File: config.mk
export PLATFORM = sky130hd
export DESIGN_NAME = wb_resp_mux
export DESIGN_NICKNAME = d
export VERILOG_FILES = /design/src/logic/soc_bus_pkg.sv /design/src/logic/wb_resp_mux.sv
export SDC_FILE = /design/constraint.sdc
export NUM_CORES = 1
export LEC_CHECK = 0
export ABC_AREA = 1
export BUFFER_PORTS_ARGS = -buffer_cell sky130_fd_sc_hd__buf_4
export CORE_MARGIN = 1
export CORE_UTILIZATION = 31
export DETAILED_ROUTE_END_ITERATION = 8
export GPL_ROUTABILITY_DRIVEN = 0
export PLACE_DENSITY = 0.87
export SYNTH_ARGS = -nofsm -noshare
export SYNTH_HDL_FRONTEND = slang
export SYNTH_SLANG_ARGS = --single-unit
File: constraint.sdc
create_clock -name vclk -period 0.9
set_input_delay 0 -clock vclk [all_inputs]
set_output_delay 0 -clock vclk [all_outputs]
set_load 0.1 [all_outputs]
File: src/logic/soc_bus_pkg.sv
`default_nettype none

package soc_bus_pkg;

	// bus widths
	localparam int ADDR_W = 32;
	localparam int DATA_W = 32;
	localparam int SEL_W  = DATA_W / 8;

	// scratch ram size
	localparam int RAM_WORDS = 256;
	localparam int RAM_AW    = $clog2(RAM_WORDS);

	// memory map
	localparam logic [ADDR_W-1:0] RAM_BASE  = 32'h0000_0000;
	localparam logic [ADDR_W-1:0] RAM_BYTES = RAM_WORDS * SEL_W;
	localparam logic [ADDR_W-1:0] GPIO_BASE = 32'h0000_1000;

	// gpio register offsets inside the gpio window
	localparam logic [ADDR_W-1:0] GPIO_OUT_OFS = 32'h0000_0000;
	localparam logic [ADDR_W-1:0] GPIO_IN_OFS  = 32'h0000_0004;

	// gpio width, read back zero-extended
	localparam int GPIO_W = 16;

	// target of the current access
	typedef enum logic [1:0] {
		SEL_NONE = 2'd0,
		SEL_RAM  = 2'd1,
		SEL_GPIO = 2'd2
	} slave_sel_e;

	// decoder sequencing
	typedef enum logic [1:0] {
		BUS_IDLE   = 2'd0,
		BUS_ACCESS = 2'd1,
		BUS_RESP   = 2'd2
	} bus_state_e;

endpackage

`default_nettype wire

File: src/logic/wb_resp_mux.sv
`timescale 1ns/1ns
`default_nettype none

module wb_resp_mux import soc_bus_pkg::*; (
	input  slave_sel_e         slave_sel_i,
	input  wire                resp_phase_i,
	input  wire [DATA_W-1:0]   ram_dat_i,
	input  wire                ram_ack_i,
	input  wire [DATA_W-1:0]   gpio_dat_i,
	input  wire                gpio_ack_i,
	output logic [DATA_W-1:0]  dat_o,
	output logic               ack_o,
	output logic               err_o
);

	// route the selected slave back to the master
	always_comb begin
		case (slave_sel_i)
			SEL_RAM: begin
				dat_o = ram_dat_i;
				ack_o = ram_ack_i;
			end
			SEL_GPIO: begin
				dat_o = gpio_dat_i;
				ack_o = gpio_ack_i;
			end
			default: begin
				dat_o = '0;
				ack_o = 1'b0;
			end
		endcase
	end

	// unmapped access answered in the decoder's response cycle
	assign err_o = resp_phase_i && (slave_sel_i == SEL_NONE);

endmodule

`default_nettype wire

==> results of run 1 <==
## cell usage after synthesis
master / instances / share of area, %
nand2_1: 67 / 36
a21oi_2: 30 / 37
buf_6: 10 / 16
inv_1: 4 / 2.1
a21oi_1: 3 / 2.1
ha_1: 3 / 5.3
buf_4: 1 / 1.1
## stage by stage
step	setup WS (ps)	TNS, ps	std cells	hold WS (ps)	utilization [%]
after floorplan	-162	-4960	118	221	-
after detailed placement	-219	-6500	244	413	91.4
after global placement	-195	-5990	244	406	91.4
## cell families after synthesis
| family | Yosys count | synth area share, % |
|---|---|---|
| simple gates | 67 | 35.8 |
| compound gates | 33 | 39.6 |
| buf+inv | 15 | 19.3 |
| fa+ha+maj | 3 | 5.35 |
==> metrics, run 1 <==
Log Error=[ERROR DPL-0038] Utilization greater than 100%, impossible to legalize; post-CTS setup buffers=0; Syn. warnings=0; Die Span X=about 50 um; CTS resizes=about 110; sequential share of the synthesized area=0%; post-DP HPWL=approximately 2900 um; DP Area=1870 um^2; Yosys cell types=7; Post-Syn Area=about 700 um^2; Mapped Cells=118; Syn Area/Cell=just under 6 um^2; DIE HEIGHT=about 50 um; Boundary Pins=just over 100; Initial Utilization=approximately 34%; Failed at=clock tree synthesis (4_1_cts); # port buffers=103; syn nets=190; outcome=did not finish; # rows=16; Post-CTS Hold Buffers=0
==> inputs of run 2 (changes only) <==
--- a/config.mk
+++ b/config.mk
@@ -7,11 +7,11 @@
 export LEC_CHECK = 0
 export ABC_AREA = 1
 export BUFFER_PORTS_ARGS = -buffer_cell sky130_fd_sc_hd__buf_4
-export CORE_MARGIN = 1
-export CORE_UTILIZATION = 31
+export CORE_AREA = 2 2 63 65
 export DETAILED_ROUTE_END_ITERATION = 8
+export DIE_AREA = 0 0 65 67
 export GPL_ROUTABILITY_DRIVEN = 0
-export PLACE_DENSITY = 0.87
+export PLACE_DENSITY_LB_ADDON = 0.15
 export SYNTH_ARGS = -nofsm -noshare
 export SYNTH_HDL_FRONTEND = slang
 export SYNTH_SLANG_ARGS = --single-unit
==> metrics, run 2 <==
outcome=finished with violations; failing checks=negative setup slack; clkbuf count=0; # fillers=264; most common cell after layout, fill and taps aside=buf_4; drt drc=0; Max Clock Freq=around 1000 MHz; setup ws final=-102 ps; sw frac=between 60% and 70%; sequential share of power=0%; number of max-cap violations=0; drt wl/cell=14.4 um; Leakage=just under 1 nW; Int Pwr=784 uW; largest cells by area after synthesis=a21oi_2 (37%), nand2_1 (36%), buf_6 (16%); drt first pass iters=4; Via density=4.47; DRT antenna net count=0; fin. max-slew vios=0; Critical Path Source Type=primary input; vias in the first global route=about 1300; clock power share=0%; Critical Path End Type=output pin; Final Setup Violations=33; Nets=294; WP data arrival=1000 ps; antenna violations before repair=0; Post-Route WL=approximately 3900 um; Yosys cell types=7; Mapped Cells=approximately 120; Worst Path Max Fanout=8; vias post-DR=approximately 1200; Syn Area/Cell=between 5 and 6 um^2; crit path cell chain=buf_8 -> inv_8 -> ha_4 -> buf_12 -> inv_16 -> a21oi_4 -> buf_12; post-route cell area=about 2500 um^2; most numerous cell in the Yosys netlist=nand2_1; leading cell types in the layout, fill and taps excluded=buf_4 (68), nand2_1 (45), buf_12 (39), a21oi_4 (33), nand2_2 (15); post-synth top area cell=a21oi_2; DP Area=approximately 1900 um^2; Area Growth Syn to Fin=252%; Synth top area share=about 37%; Tmin final=between 1000 and 1500 ps; Congestion Overflow GR=0; unrepaired setup endpoints after global routing=yes; DIE HEIGHT=roughly 67 um; switching pwr=~1.2 mW; syn nets=190; sequential share of the synthesized area=0%; most used cell, CP=buf_12; Inserted Diodes=0; Boundary Pins=103; Worst Hold Class=primary input to output pin; most frequent cells after synthesis=nand2_1 (67), a21oi_2 (30), buf_6 (10); max incr delay on CP=approximately 270 ps; GR Util All Layers=between 10% and 20%; Final Non-Filler Cells=roughly 270; die area=4360 um^2; Post-CTS Hold Buffers=0; # port buffers=between 100 and 150; final hold violation count=0; number of DRC markers in iteration 0=12; # rows=22; Crit path required time=approximately 900 ps; Pwr per Cell Area=about 800 nW/um^2; CORE AREA=3610 um^2; fraction of layout cells with a size suffix above 1=around four fifths; sequential cells=0; cell total after placement=between 200 and 300; Post-Syn Area=702 um^2; slowest stage cell, crit path=ha_4; register area=0 um^2; Crit Path Category=primary input to output pin; Syn. warnings=0; Rel. slew slack=81.6%; final period utilization=111%; post-DP HPWL=roughly 2500 um; Combinational Power Share=100.0%; Max VDD drop=approximately 0.00040 V; Initial Utilization=between 10% and 20%; first-pass GRT wire length=roughly 6100 um; pin count of the biggest net entering global routing=20; Slew @ Worst Pin=roughly 280 ps; Die Span X=~65 um
-- run 2: cell counts after synthesis --
Identical to the previous run, type by type.
-- run 2: path summary, 6_finish.rpt --
| check | startpoint | end | slack, ps | depth (start not counted) |
|---|---|---|---|---|
| worst max-delay path | slave_sel_i[0] | dat_o[22] | -100 | 7 |
| worst min-delay path | gpio_dat_i[29] | dat_o[29] | 390 | 4 |
-- run 2: kinds of logic (layout without fill, tap and decap cells) --
| kind of cell | after synthesis | after routing | share of synthesized area (%) |
|---|---|---|---|
| AND/OR/NAND/NOR | 67 | 67 | 35.8 |
| buffers and inverters | 15 | 117 | 19.3 |
| AO/OA/AOI/OAI | 33 | 33 | 39.6 |
| adder cells (fa/ha/maj) | 3 | 3 | 5.35 |
-- run 2: worst max-delay path: cells and delay by family --
family / cells / cell delay [ps]
AO/OA/AOI/OAI: 1 / 150
adder cells (fa/ha/maj): 1 / 270
buffers and inverters: 5 / 560
-- run 2: what timing repair did --
action                                 CTS  global route
setup endpoints to repair               33            33
gates cloned                             3             1
buffers inserted                         2             0
endpoints found under the hold margin    0             0
pin swaps                                3             4
resized for setup                      124            10
-- run 2: power groups by stage --
stage               Sequential [mW]  Clock [mW]  Combinational (mW)
finish                            0           0                1.99
global route                      0           0                2.06
CTS                               0           0                1.96
detailed placement                0           0                1.55
global placement                  0           0                1.53
floorplan                         0           0                1.16
-- run 2: cell type report --
| cell class | count | area (um^2) | share of cell area, % |
|---|---|---|---|
| multi-input cells | 103 | 953 | 38.6 |
| repair buffers | 110 | 1340 | 54.4 |
| inverters | 4 | 51.3 | 2.08 |
| well taps | 48 | 60.1 | 2.43 |
| repair inverters | 3 | 60.1 | 2.43 |
-- run 2: metrics by stage --
step	setup WS, ps	setup TNS (ps)	utilization, %	hold WS (ps)	power, mW
detailed placement	-213	-6620	51.5	408	1.55
floorplan	-162	-4960	-	221	1.16
global route	-135	-3320	68.4	397	2.06
CTS	-84.1	-2100	66.8	388	1.96
finish	-102	-2250	68.4	388	1.99
global placement	-190	-6120	51.5	414	1.53
-- run 2: metal layers --
metal	vias up	routed length (um)	track usage, %
met4	0	18	0.798
met3	2	261	2.20
li1	582	-	-
met1	554	1270	18.6
met5	-	0	0
met2	61	2320	37.9
(Power assumes the default switching activity.)
