### src/logic/soc_bus_pkg.sv
`default_nettype none

package soc_bus_pkg;

	// bus widths
	localparam int ADDR_W = 32;
	localparam int DATA_W = 32;
	localparam int SEL_W  = DATA_W / 8;

	// scratch ram size
	localparam int RAM_WORDS = 256;
	localparam int RAM_AW    = $clog2(RAM_WORDS);

	// memory map
	localparam logic [ADDR_W-1:0] RAM_BASE  = 32'h0000_0000;
	localparam logic [ADDR_W-1:0] RAM_BYTES = RAM_WORDS * SEL_W;
	localparam logic [ADDR_W-1:0] GPIO_BASE = 32'h0000_1000;

	// gpio register offsets inside the gpio window
	localparam logic [ADDR_W-1:0] GPIO_OUT_OFS = 32'h0000_0000;
	localparam logic [ADDR_W-1:0] GPIO_IN_OFS  = 32'h0000_0004;

	// gpio width, read back zero-extended
	localparam int GPIO_W = 16;

	// target of the current access
	typedef enum logic [1:0] {
		SEL_NONE = 2'd0,
		SEL_RAM  = 2'd1,
		SEL_GPIO = 2'd2
	} slave_sel_e;

	// decoder sequencing
	typedef enum logic [1:0] {
		BUS_IDLE   = 2'd0,
		BUS_ACCESS = 2'd1,
		BUS_RESP   = 2'd2
	} bus_state_e;

endpackage

`default_nettype wire

### src/logic/wb_gpio_slave.sv
`timescale 1ns/1ns
`default_nettype none

module wb_gpio_slave import soc_bus_pkg::*; (
	input  wire                clk,
	input  wire                rst_i,
	input  wire                stb_i,
	input  wire                we_i,
	input  wire [ADDR_W-1:0]   adr_i,
	input  wire [DATA_W-1:0]   dat_i,
	input  wire [SEL_W-1:0]    sel_i,
	input  wire [GPIO_W-1:0]   gpio_i,
	output logic [DATA_W-1:0]  dat_o,
	output logic               ack_o,
	output logic [GPIO_W-1:0]  gpio_o
);

	logic [GPIO_W-1:0] in_meta_q;
	logic [GPIO_W-1:0] in_q;
	logic is_out_reg;
	logic is_in_reg;

	// register select from the word offset
	assign is_out_reg = (adr_i[3:2] == GPIO_OUT_OFS[3:2]);
	assign is_in_reg  = (adr_i[3:2] == GPIO_IN_OFS[3:2]);

	// two flop synchronizer for the async pins
	always_ff @(posedge clk) begin
		in_meta_q <= gpio_i;
		in_q      <= in_meta_q;
	end

	// output register, only the low two byte lanes exist
	always_ff @(posedge clk) begin
		if (rst_i) begin
			gpio_o <= '0;
		end else if (stb_i && we_i && is_out_reg) begin
			for (int lane = 0; lane < GPIO_W / 8; lane++) begin
				if (sel_i[lane]) begin
					gpio_o[lane*8 +: 8] <= dat_i[lane*8 +: 8];
				end
			end
		end
	end

	// read data, zero-extended to the bus width
	always_ff @(posedge clk) begin
		if (stb_i && !we_i) begin
			if (is_in_reg) begin
				dat_o <= {{(DATA_W-GPIO_W){1'b0}}, in_q};
			end else begin
				dat_o <= {{(DATA_W-GPIO_W){1'b0}}, gpio_o};
			end
		end
	end

	always_ff @(posedge clk) begin
		if (rst_i) begin
			ack_o <= 1'b0;
		end else begin
			ack_o <= stb_i;
		end
	end

endmodule

`default_nettype wire

### config.mk
export PLATFORM = sky130hd
export DESIGN_NAME = wb_gpio_slave
export DESIGN_NICKNAME = d
export VERILOG_FILES = /design/src/logic/soc_bus_pkg.sv /design/src/logic/wb_gpio_slave.sv
export SDC_FILE = /design/constraint.sdc
export NUM_CORES = 1
export LEC_CHECK = 0
export BUFFER_PORTS_ARGS = -buffer_cell sky130_fd_sc_hd__buf_4
export CORE_MARGIN = 3
export CORE_UTILIZATION = 46
export CTS_CLUSTER_SIZE = 10
export DETAILED_ROUTE_END_ITERATION = 8
export GPL_ROUTABILITY_DRIVEN = 0
export PLACE_DENSITY = 0.85
export SYNTH_ARGS = -nofsm -noshare
export SYNTH_HDL_FRONTEND = slang
export SYNTH_SLANG_ARGS = --single-unit
### constraint.sdc
create_clock -name clk -period 3.6 [get_ports clk]
set_input_delay 0.72 -clock clk [delete_from_list [all_inputs] [get_ports clk]]
set_output_delay 0.72 -clock clk [all_outputs]
set_load 0.005 [all_outputs]
Word-level counts from Yosys, hierarchy flattened
Cells that the tools add are included.
Cells by class
  $add $sub $neg: 0
  $mul: 0
  divide/modulo/power cells: 0
  magnitude comparators: 0
  equal/unequal tests: 1
  shifts and indexed selects: 0
  multiplexer cells: 1
  bitwise logic cells: 0
  reduce and logical (&&, ||, !) cells: 7
Operator list (number)
  16-bit 2-to-1 mux: 1
  2-bit AND reduction: 2
  1-bit logical AND: 3
  2-bit by 1-bit == test with 1-bit output, second input constant: 1
  2-bit logical NOT: 1
  1-bit logical NOT: 1
Word-level totals
  bits in registers: 81
  bits in latches: 0
  memory bits (writable): 0
  ROM bits: 0
  input port bits: 88
  output and inout bits: 49
  logic and storage cells: 15
  memories kept: 0

Logic depth before layout (Yosys ltp)
  depth in word-level cells: 3
  mapped depth: 5
  mapped depth without buffers: 3

Worst setup path after synthesis
Ideal clock, no wire load.
  path kind: input port to flip-flop
  start point: input port stb_i
  end point: register dat_o[0], enable pin
  library setup time: 0.390 ns
  arrival time: 1.484 ns
  required time: 3.210 ns
  slack: 1.725 ns
  cell stages on the path: 1
  buffers on the path: 0
  cell sequence: nor2b_1
On the way
  cells in the longest elaborated chain, start to end: 1
RTL lines
  start: declaration: line wb_gpio_slave.sv:7  | input wire stb_i,
  1-bit logical AND: line wb_gpio_slave.sv:48  | if (stb_i && !we_i) begin
  end signal: assignment: line wb_gpio_slave.sv:50  | dat_o <= {{(DATA_W-GPIO_W){1'b0}}, in_q};
  end signal: assignment: line wb_gpio_slave.sv:52  | dat_o <= {{(DATA_W-GPIO_W){1'b0}}, gpio_o};
  end: declaration: line wb_gpio_slave.sv:13  | output logic [DATA_W-1:0] dat_o,
Every way passes these cells.
A chain may end at the register's enable or synchronous reset.

Worst setup path in the final report
  start point: input port adr_i[3]
  end point: register dat_o[15], data pin
On the way
  cells in the longest elaborated chain, start to end: 2
RTL lines
  start: declaration: line wb_gpio_slave.sv:9  | input wire [ADDR_W-1:0] adr_i,
  2-bit by 1-bit == test with 1-bit output: line wb_gpio_slave.sv:25  | assign is_in_reg = (adr_i[3:2] == GPIO_IN_OFS[3:2]);
  16-bit 2-to-1 mux: line wb_gpio_slave.sv:49  | if (is_in_reg) begin
Every way passes these cells.

==> results.toml <==
[clock_network]
clk_latency_ns = 0.33
cts_resized = 0
ctsHoldBuffers = 0
cts_buffer_depth = 2
clk_pin_slew_worst_paths_ns = 0.06
cts_buffers = 9
cts.sinks = 65
htreeDepth = 3
clockRootBuffer = "clkbuf_8"
cts_tree = "yes"
post_cts_buffers = 0

[timing]
finalClockSkew_ns = 0.00868
relSlewSlack_pct = 37.9
slew_viol_final = 0
period_needed_ns = 1.90
setup_tns_ns = 0
rsz0062_at_grt = "false"
setup_viol = 0
tightest_slew_ns = 0.928
finalCritPeriodShare_pct = 52.8
hold_violations = 0
max_freq_mhz = 526

[flow_run]
drv_cap = 0

[power]
switching_share_pct = 21.3
p_int_w = 0.00109
p_sw_w = 0.000296
comb_power_share_pct = 6.7
vdd_ir_drop_max_v = 0.000303
powerDensity_mw_per_mm2 = 476
leakage_nw = 1.26
clkPwrFrac_pct = 36.6
p_seq_share_pct = 56.7

[drt]
avgRoutedWirePerCell_um = 14.7
drtAntennaViolNets = 0
drc = 0
drt_iter0_drc = 78
dr.pass1.iters = 4
viasPerCell = 4.62
vias = 1405
routed_wl_mm = 4.46

[floorplanning]
dieWidth_um = 76.2
core-area_mm2 = 0.00456
die_area_mm2 = 0.00581
start_util_pct = 49.7
rows = 24
die_y_um = 76.2
ios = 137

[global_route]
grt_first_pass_wirelength_mm = 7.31
grt_pass1_vias = 1517
overflow = 0
grt_usage_pct = 16.5
antenna_found_initial = 0
grt_max_degree = 34

[synthesis]
ys_warn_count = 0
synth-main-ff-cell = "dfxtp_1"
synth-async-reset-ratio_pct = 0
syn_inst = 163
yosysSeqAreaShare_pct = 64.4
synth.avg_cell_area_um2 = 13.9
synth_area_leaders = "dfxtp_1, edfxtp_1, nand4b_1"
synth_top_area_cell = "dfxtp_1"
ys_seq_elements = 65
synth.most_common_cell = "dfxtp_1"
synth.top_cell.area_share_pct = 43.2
synth_edf_count = 16
synth.cell_area_mm2 = 0.00227
synth.distinct_cells = 15

[setup_path]
worstSetupEndpointType = "register"
cp_max_fo = 16
slowest_stage = "nor2b_2"
critPathLaunchType = "input port"
cp_data_required_time_ns = 3.68
crit_type = "in2reg"
critPathLaunch = "adr_i[3]"
arrival_ns = 1.99
cpPeakStageDelay_ns = 0.72
r2r_start = "gpio_o[11]$_SDFFE_PP0P_"
crit_path_cell_trace = "buf_4, nor2b_2, mux2_2"

[final_layout]
nets = 322
diodes = 0
drive_gt1_share_pct = 46.0
area_growth_pct = 28.7
post-route-util_pct = 64.0

[min_path]
hold_start = "in_meta_q[5]$_DFF_P_"
hold_class = "reg2reg"

[status]
status = "complete, no violations"

[placed_design]
port_buffers = 72
## per-stage QoR
step	cell area, µm²	worst slack, ns	cells	hold slack, ns	power, W
floorplan	2320	1.73	178	0.310	0.000853
global placement	2760	1.35	288	0.311	0.000895
detailed placement	2760	1.34	288	0.312	0.000898
CTS	2920	1.70	304	0.327	0.00140
global route	2920	1.64	304	0.330	0.00145
finish	2920	1.70	304	0.327	0.00139
## sequential cells by signal, summed over array words and instances, names as in the netlist
signal     cells
gpio_o        16
dat_o         16
in_meta_q     16
ack_o          1
in_q          16
## cell type report
| cell class | instances | area [µm²] |
|---|---|---|
| tap | 65 | 81.3 |
| sequential | 65 | 1460 |
| clock buffer | 11 | 141 |
| multi-input combinational | 86 | 674 |
| timing repair buffer | 72 | 541 |
| fill | 376 | 1640 |
| clock inverter | 5 | 21.3 |
## path summary, 6_finish.rpt
path / endpoint / slack (ns) / cells past startpoint
setup reg to reg: dat_o[11]$_DFFE_PP_ / 2.72 / 1
hold / removal: in_q[5]$_DFF_P_ / 0.33 / 0
hold reg to reg: in_q[5]$_DFF_P_ / 0.33 / 0
setup / recovery: dat_o[15]$_DFFE_PP_ / 1.70 / 3
## worst max-delay path, delay by kind of cell
kind / cells / cell delay, ns
AND/OR/NAND/NOR: 1 / 0.72
multiplexers: 1 / 0.42
buffers and inverters: 1 / 0.12
## layer usage
| layer | share of wire, % | track usage (%) |
|---|---|---|
| met1 | 38 | 17.7 |
| met4 | 1.7 | 10.3 |
| met3 | 8.2 | 4.96 |
| met5 | 0 | 0 |
| met2 | 52 | 28.1 |
## cell families after synthesis
family	share of synthesized area [%]
flops	64.4
simple gates	12.7
buf+inv	8.55
compound gates	6.18
mux	7.94
other cells	0.165
## power by group through the flow
stage | clock network (W) | logic, W | registers, W
floorplan | 0 | 0.0000500 | 0.000803
global placement | 0 | 0.0000924 | 0.000802
detailed placement | 0 | 0.0000939 | 0.000804
CTS | 0.000521 | 0.0000940 | 0.000789
global route | 0.000554 | 0.000102 | 0.000791
finish | 0.000509 | 0.0000929 | 0.000788
## cells in the final DEF, fill, tap and decap left out, types with 3 or more instances in the layout
cell type	instances
clkinv_1	3
clkbuf_8	10
dfxtp_1	49
mux2_2	6
mux2_1	10
buf_4	72
edfxtp_1	16
nand2b_1	16
conb_1	16
o21ai_2	16
nand4b_1	16
Note: power is estimated with default switching activity, not from simulation.
