`src/logic/soc_bus_pkg.sv`:
```
`default_nettype none

package soc_bus_pkg;

	// bus widths
	localparam int ADDR_W = 32;
	localparam int DATA_W = 32;
	localparam int SEL_W  = DATA_W / 8;

	// scratch ram size
	localparam int RAM_WORDS = 256;
	localparam int RAM_AW    = $clog2(RAM_WORDS);

	// memory map
	localparam logic [ADDR_W-1:0] RAM_BASE  = 32'h0000_0000;
	localparam logic [ADDR_W-1:0] RAM_BYTES = RAM_WORDS * SEL_W;
	localparam logic [ADDR_W-1:0] GPIO_BASE = 32'h0000_1000;

	// gpio register offsets inside the gpio window
	localparam logic [ADDR_W-1:0] GPIO_OUT_OFS = 32'h0000_0000;
	localparam logic [ADDR_W-1:0] GPIO_IN_OFS  = 32'h0000_0004;

	// gpio width, read back zero-extended
	localparam int GPIO_W = 16;

	// target of the current access
	typedef enum logic [1:0] {
		SEL_NONE = 2'd0,
		SEL_RAM  = 2'd1,
		SEL_GPIO = 2'd2
	} slave_sel_e;

	// decoder sequencing
	typedef enum logic [1:0] {
		BUS_IDLE   = 2'd0,
		BUS_ACCESS = 2'd1,
		BUS_RESP   = 2'd2
	} bus_state_e;

endpackage

`default_nettype wire

```
`src/logic/wb_addr_decode.sv`:
```
`timescale 1ns/1ns
`default_nettype none

module wb_addr_decode import soc_bus_pkg::*; (
	input  wire                clk,
	input  wire                rst_i,
	input  wire [ADDR_W-1:0]   adr_i,
	input  wire [DATA_W-1:0]   dat_i,
	input  wire [SEL_W-1:0]    sel_i,
	input  wire                we_i,
	input  wire                cyc_i,
	input  wire                stb_i,
	output logic [ADDR_W-1:0]  req_adr_o,
	output logic [DATA_W-1:0]  req_dat_o,
	output logic [SEL_W-1:0]   req_sel_o,
	output logic               req_we_o,
	output logic               ram_stb_o,
	output logic               gpio_stb_o,
	output slave_sel_e         slave_sel_o,
	output logic               resp_phase_o
);

	bus_state_e state_q;
	slave_sel_e decode_sel;
	logic [ADDR_W-1:0] word_adr;
	logic accept;

	// only take a new request when nothing is in flight
	assign accept = (state_q == BUS_IDLE) && cyc_i && stb_i;
	assign word_adr = {adr_i[ADDR_W-1:2], 2'b00};

	// address map, the subtraction wraps for addresses below the base
	always_comb begin
		if ((adr_i - RAM_BASE) < RAM_BYTES) begin
			decode_sel = SEL_RAM;
		end else if ((word_adr == (GPIO_BASE + GPIO_OUT_OFS)) ||
			(word_adr == (GPIO_BASE + GPIO_IN_OFS))) begin
			decode_sel = SEL_GPIO;
		end else begin
			decode_sel = SEL_NONE;
		end
	end

	always_ff @(posedge clk) begin
		if (rst_i) begin
			state_q     <= BUS_IDLE;
			slave_sel_o <= SEL_NONE;
		end else begin
			case (state_q)
				BUS_IDLE: begin
					if (accept) begin
						state_q     <= BUS_ACCESS;
						slave_sel_o <= decode_sel;
					end
				end
				BUS_ACCESS: state_q <= BUS_RESP;
				BUS_RESP:   state_q <= BUS_IDLE;
				default:    state_q <= BUS_IDLE;
			endcase
		end
	end

	// request bundle held for the slaves
	always_ff @(posedge clk) begin
		if (accept) begin
			req_adr_o <= adr_i;
			req_dat_o <= dat_i;
			req_sel_o <= sel_i;
			req_we_o  <= we_i;
		end
	end

	assign ram_stb_o    = (state_q == BUS_ACCESS) && (slave_sel_o == SEL_RAM);
	assign gpio_stb_o   = (state_q == BUS_ACCESS) && (slave_sel_o == SEL_GPIO);
	assign resp_phase_o = (state_q == BUS_RESP);

endmodule

`default_nettype wire

```
`config.mk`:
```
export PLATFORM = sky130hd
export DESIGN_NAME = wb_addr_decode
export DESIGN_NICKNAME = d
export VERILOG_FILES = /design/src/logic/soc_bus_pkg.sv /design/src/logic/wb_addr_decode.sv
export SDC_FILE = /design/constraint.sdc
export NUM_CORES = 1
export LEC_CHECK = 0
export ABC_AREA = 1
export BUFFER_PORTS_ARGS = -buffer_cell sky130_fd_sc_hd__buf_2
export CAP_MARGIN = 0
export CORE_MARGIN = 1.5
export CORE_UTILIZATION = 42
export CTS_CLUSTER_DIAMETER = 40
export CTS_CLUSTER_SIZE = 28
export DETAILED_ROUTE_END_ITERATION = 6
export PLACE_DENSITY = 0.76
export SLEW_MARGIN = 25
export SYNTH_ARGS = -nofsm -noshare
export SYNTH_HDL_FRONTEND = slang
export SYNTH_SLANG_ARGS = --single-unit
```
`constraint.sdc`:
```
create_clock -name clk -period 2.2 [get_ports clk]
set_input_delay 0 -clock clk [delete_from_list [all_inputs] [get_ports clk]]
set_output_delay 0 -clock clk [all_outputs]
set_load 0.01 [all_outputs]
```
# Word-level counts from Yosys, hierarchy flattened
# Cells that the tools add are included.
# word_totals
word_cells,25
register_bits,73
input_bits,73
out_inout_bits,74
# op_classes
magnitude_cmp,1
n_mux,4
n_eq_ne,7
n_reduce_logical,7
# op_table
operator,n
"== test 30 x 11 -> 1 bit, second input constant",2
"less-than comparator 32 x 11 -> 1 bit, second input constant",1
two-way mux 2 bit,3
"== test 2 x 1 -> 1 bit, second input constant",2
"== test 2 bit, second input constant",2
logical AND 1 bit,4
case mux 2 bit (2 select lines),1
zero test 2 bit,1
"inequality test 2 bit, second input constant",1
AND reduction 2 bit,1
logical OR 1 bit,1

# Longest topological paths before layout
# depth
word_depth,5
ltp_mapped,7
mapped_depth_nobuf,7

# Worst setup path after synthesis
# No wires, ideal clock.
# synth_path
path_kind,register to register
from,reg state_q[0]
to,reg slave_sel_o[1]
path_stages_with_launch,8
path_buffers,0
t_arrival_ns,1.892
t_required_ns,2.134
slack_ns,0.242
path_cell_list,dfxtp_1 > inv_2 > nand2_2 > nor2_4 > nand3_2 > nor2_2 > nand2_1 > a21oi_2
# synth_via
elab_chain_len,4
# synth_rtl
item,line_no,text
start: declaration,wb_addr_decode.sv:23,bus_state_e state_q;
start signal: assignment,wb_addr_decode.sv:46,state_q <= BUS_IDLE;
start signal: assignment,wb_addr_decode.sv:52,state_q <= BUS_ACCESS;
start signal: assignment,wb_addr_decode.sv:56,BUS_ACCESS: state_q <= BUS_RESP;
zero test 2 bit,wb_addr_decode.sv:29,assign accept = (state_q == BUS_IDLE) && cyc_i && stb_i;
logical AND 1 bit (2 in a row),wb_addr_decode.sv:29,
named net accept,wb_addr_decode.sv:26,logic accept;
AND reduction 2 bit (no source line),n/a,
end signal: assignment,wb_addr_decode.sv:53,slave_sel_o <= decode_sel;
end: declaration,wb_addr_decode.sv:19,"output slave_sel_e slave_sel_o,"
# The timed path passes the listed nets, and every way through them passes these cells.
# A chain may end at the register's enable or synchronous reset.

# Final worst setup path
# Ends and elaborated chain as after synthesis.

==> run_results.csv <==
group,metric,value,unit
place,io_buffers,146,
critical_path,worst-setup-path-type,"reg2reg",
clock_tree,cts_tree,"yes",
sta,period_needed,1.339,ns
global_route,globalRoute.busiestLayer,"met2",
sta,relSlewSlack,0.7560,
cells_and_area,seq_area,0.002152,mm²
clock_tree,root_buffer,"clkbuf_8",
global_route,grtUsageTotal,0.2234,
worst_hold_path,hp-class,"in2reg",
routing,viasPerCell,4.416,
critical_path,worstPathRequired,2.48,ns
place,dp_slack,0.8971,ns
routing,vias,1912,
clock_tree,cts_buffers,9,
place,routabilityCongestion,0.6991,
synthesis,synth-compound-area-share,0.005720,
cells_and_area,multi_input_area,210.2,µm²
floorplan,num_io_pins,147,
floorplan,core,0.005507,mm²
synthesis,ys_seq_area_frac,0.8944,
synthesis,synthAdderAreaFrac,0,
clock_tree,cts_sinks,73,
power,switchingPower,0.0006465,W
critical_path,end_kind,"flop",
floorplan,start_util,0.4369,
synthesis,syn-cell-area,0.002406,mm²
job,cap_violations,0,
routing,drtAntennaViolNets,0,
clock_tree,clockBufferDepth,2,
synthesis,ys_types,16,
clock_tree,clkTransAtPathRegs,0.08,ns
floorplan,die_area,0.006192,mm²
sta,setup_viol,0,
power,power.internal,0.002399,W
sta,hold_viol,0,
clock_tree,cts_resized,0,
cells_and_area,nets,429,
cells_and_area,final.fill_count,324,
power,ir_drop,0.4544,mV
sta,worst_slack,0.8608,ns
critical_path,r2r_cells,8,
critical_path,start_kind,"flop",
sta,setup_tns,0,ns
critical_path,critPathLaunch,"state_q[0]",
power,leakage,1.773,nW
clock_tree,ctsHtreeMaxLevel,3,
power,finalPower,0.003045,W
power,sw_frac_of_total,0.2123,
synthesis,syn_area_per_cell,18.80,µm²
critical_path,regToRegEndpoint,"slave_sel_o[1]",
synthesis,ys_ff_latch,73,
cells_and_area,drive_above_1_share,0.4737,
global_route,use_met3,0.06782,
floorplan,fp-row-count,27,
sta,max_freq,746.7,MHz
routing,firstDrtPassIters,4,
routing,drt_iter0_markers,144,
cells_and_area,syn_to_final_growth,73.11,%
synthesis,synth_top_family_by_area,"simple AND/OR/NAND/NOR gates",
critical_path,reg2reg_from,"state_q[0]",
status,outcome,"finished, final reports clean",
sta,tightest_slew,0.3660,ns
power,clkPwrFrac,0.371,
sta,rsz0062_at_grt,"no",
synthesis,synth_area_leaders,"edfxtp_1, dfxtp_1, nor2_1, nand2_1, inv_1",
routing,routed_wl,6640,µm
global_route,antenna_found_initial,0,
floorplan,die_y,78.69,µm
sta,slew_violations,0,
cells_and_area,final_cell_mix,"buf_2, dlygate4sd3_1, edfxtp_1, nor2_1, nand2_1",
cells_and_area,layout_commonest_cell,"buf_2",
critical_path,r2r_slack,0.86,ns
global_route,grt_first_pass_wirelength,9901,µm
routing,drcViolationCount,0,
sta,clock_skew,0.005819,ns
power,combPwrFrac,0.102,
synthesis,ys_warn_count,0,
critical_path,critPathMaxFanout,72,
global_route,grt_overflow,0,
clock_tree,clock_latency,0.33,ns
worst_hold_path,hp-start,"cyc_i",
synthesis,synthXorXnorAreaFrac,0,
floorplan,die_w,78.69,µm
synthesis,syn_nets,201,
global_route,grt_util_met1,0.2441,
global_route,grt_max_degree,73,
synthesis,yosys.area_share.simple,0.08164,
place,dp_hpwl,3617,µm
power,seqPwrFrac,0.527,
synthesis,yosys.area.top_type,"edfxtp_1",
critical_path,crit_arrival,1.62,ns
synthesis,synth_mux_area_frac,0,
power,p_per_area,731.1,mW/mm²
critical_path,crit_path_end,"slave_sel_o[1]",
global_route,grt_util_met2,0.4069,
cells_and_area,diodes,0,
global_route,grt_pass1_vias,1940,
cells_and_area,final_util,0.7564,
sta,finalCritPeriodShare,0.6087,
worst_hold_path,hold_path_depth,4,
synthesis,synthCells,128,
routing,drt-wirelength-per-cell,15.33,µm
synthesis,synth_top_area_frac,0.8612,
timing repair:
item | CTS | global route
endpoints found under the setup margin | 0 | 0
hold buffers | 70 | 0
endpoints found under the hold margin | 73 | 0
buffers inserted | 0 | 0
registers in the layout (all words and copies together) (netlist names):
name	cells
state_q	2
req_dat_o	32
slave_sel_o	2
req_sel_o	4
req_we_o	1
req_adr_o	32
power by group through the flow:
stage / registers (W) / clock network, W / logic, W
after detailed placement: 0.00163 / 0 / 0.000206
after floorplan: 0.00167 / 0 / 0.0000394
after global routing: 0.00161 / 0.00121 / 0.000335
final: 0.00160 / 0.00113 / 0.000311
after global placement: 0.00163 / 0 / 0.000202
after CTS: 0.00160 / 0.00114 / 0.000304
worst max-delay path, stage by stage, from the launching register on:
cell and delay (ns):
dfxtp_1 0.34, inv_2 0.06, nand2_2 0.06, nor2_4 0.10
buf_12 0.31, nand3_2 0.12, nor2_2 0.09, nand2_1 0.06
a21oi_2 0.11
synthesized netlist by cell type (all sizes together):
cell	instances
inv	11
dfxtp	4
edfxtp	69
nor3	1
nor2	23
nand2	13
nand4	3
nand3	2
a21oi	2
layout make-up:
| cell class | count | share of cell area |
|---|---|---|
| inverter | 11 | 0.01051 |
| clock buffer | 9 | 0.02974 |
| sequential | 73 | 0.5167 |
| multi-input combinational | 44 | 0.05047 |
| tap | 72 | 0.02163 |
| clock inverter | 7 | 0.02253 |
| timing repair buffer | 217 | 0.3485 |
per-stage QoR:
stage	hold slack (ns)	instance area, µm²	std cells
2_1_floorplan	0.06244	2406	128
3_3_place_gp	0.1774	3247	347
3_5_place_dp	0.1782	3247	347
4_1_cts	0.2860	4165	433
5_1_grt	0.3038	4165	433
6_report	0.2847	4165	433
how the worst min path moves through the flow:
| stage | end | slack, ns |
|---|---|---|
| floorplan | slave_sel_o[1] | 0.06 |
| global placement | req_dat_o[16] | 0.18 |
| detailed placement | req_dat_o[19] | 0.18 |
| CTS | req_adr_o[7] | 0.29 |
| global route | req_adr_o[11] | 0.30 |
| finish | req_adr_o[7] | 0.28 |
logic make-up (layout without fill, tap and decap cells):
logic type             Yosys count  after routing
AOI/OAI and AO/OA                2              2
DFF                             73             73
and+or+nand+nor                 42             42
buffers and inverters           11            244
routing by layer:
layer | share of wire | up-vias
met5 | 0 | -
li1 | - | 915
met3 | 0.076 | 12
met1 | 0.38 | 881
met4 | 0.019 | 0
met2 | 0.53 | 104
(Power assumes the default switching activity.)
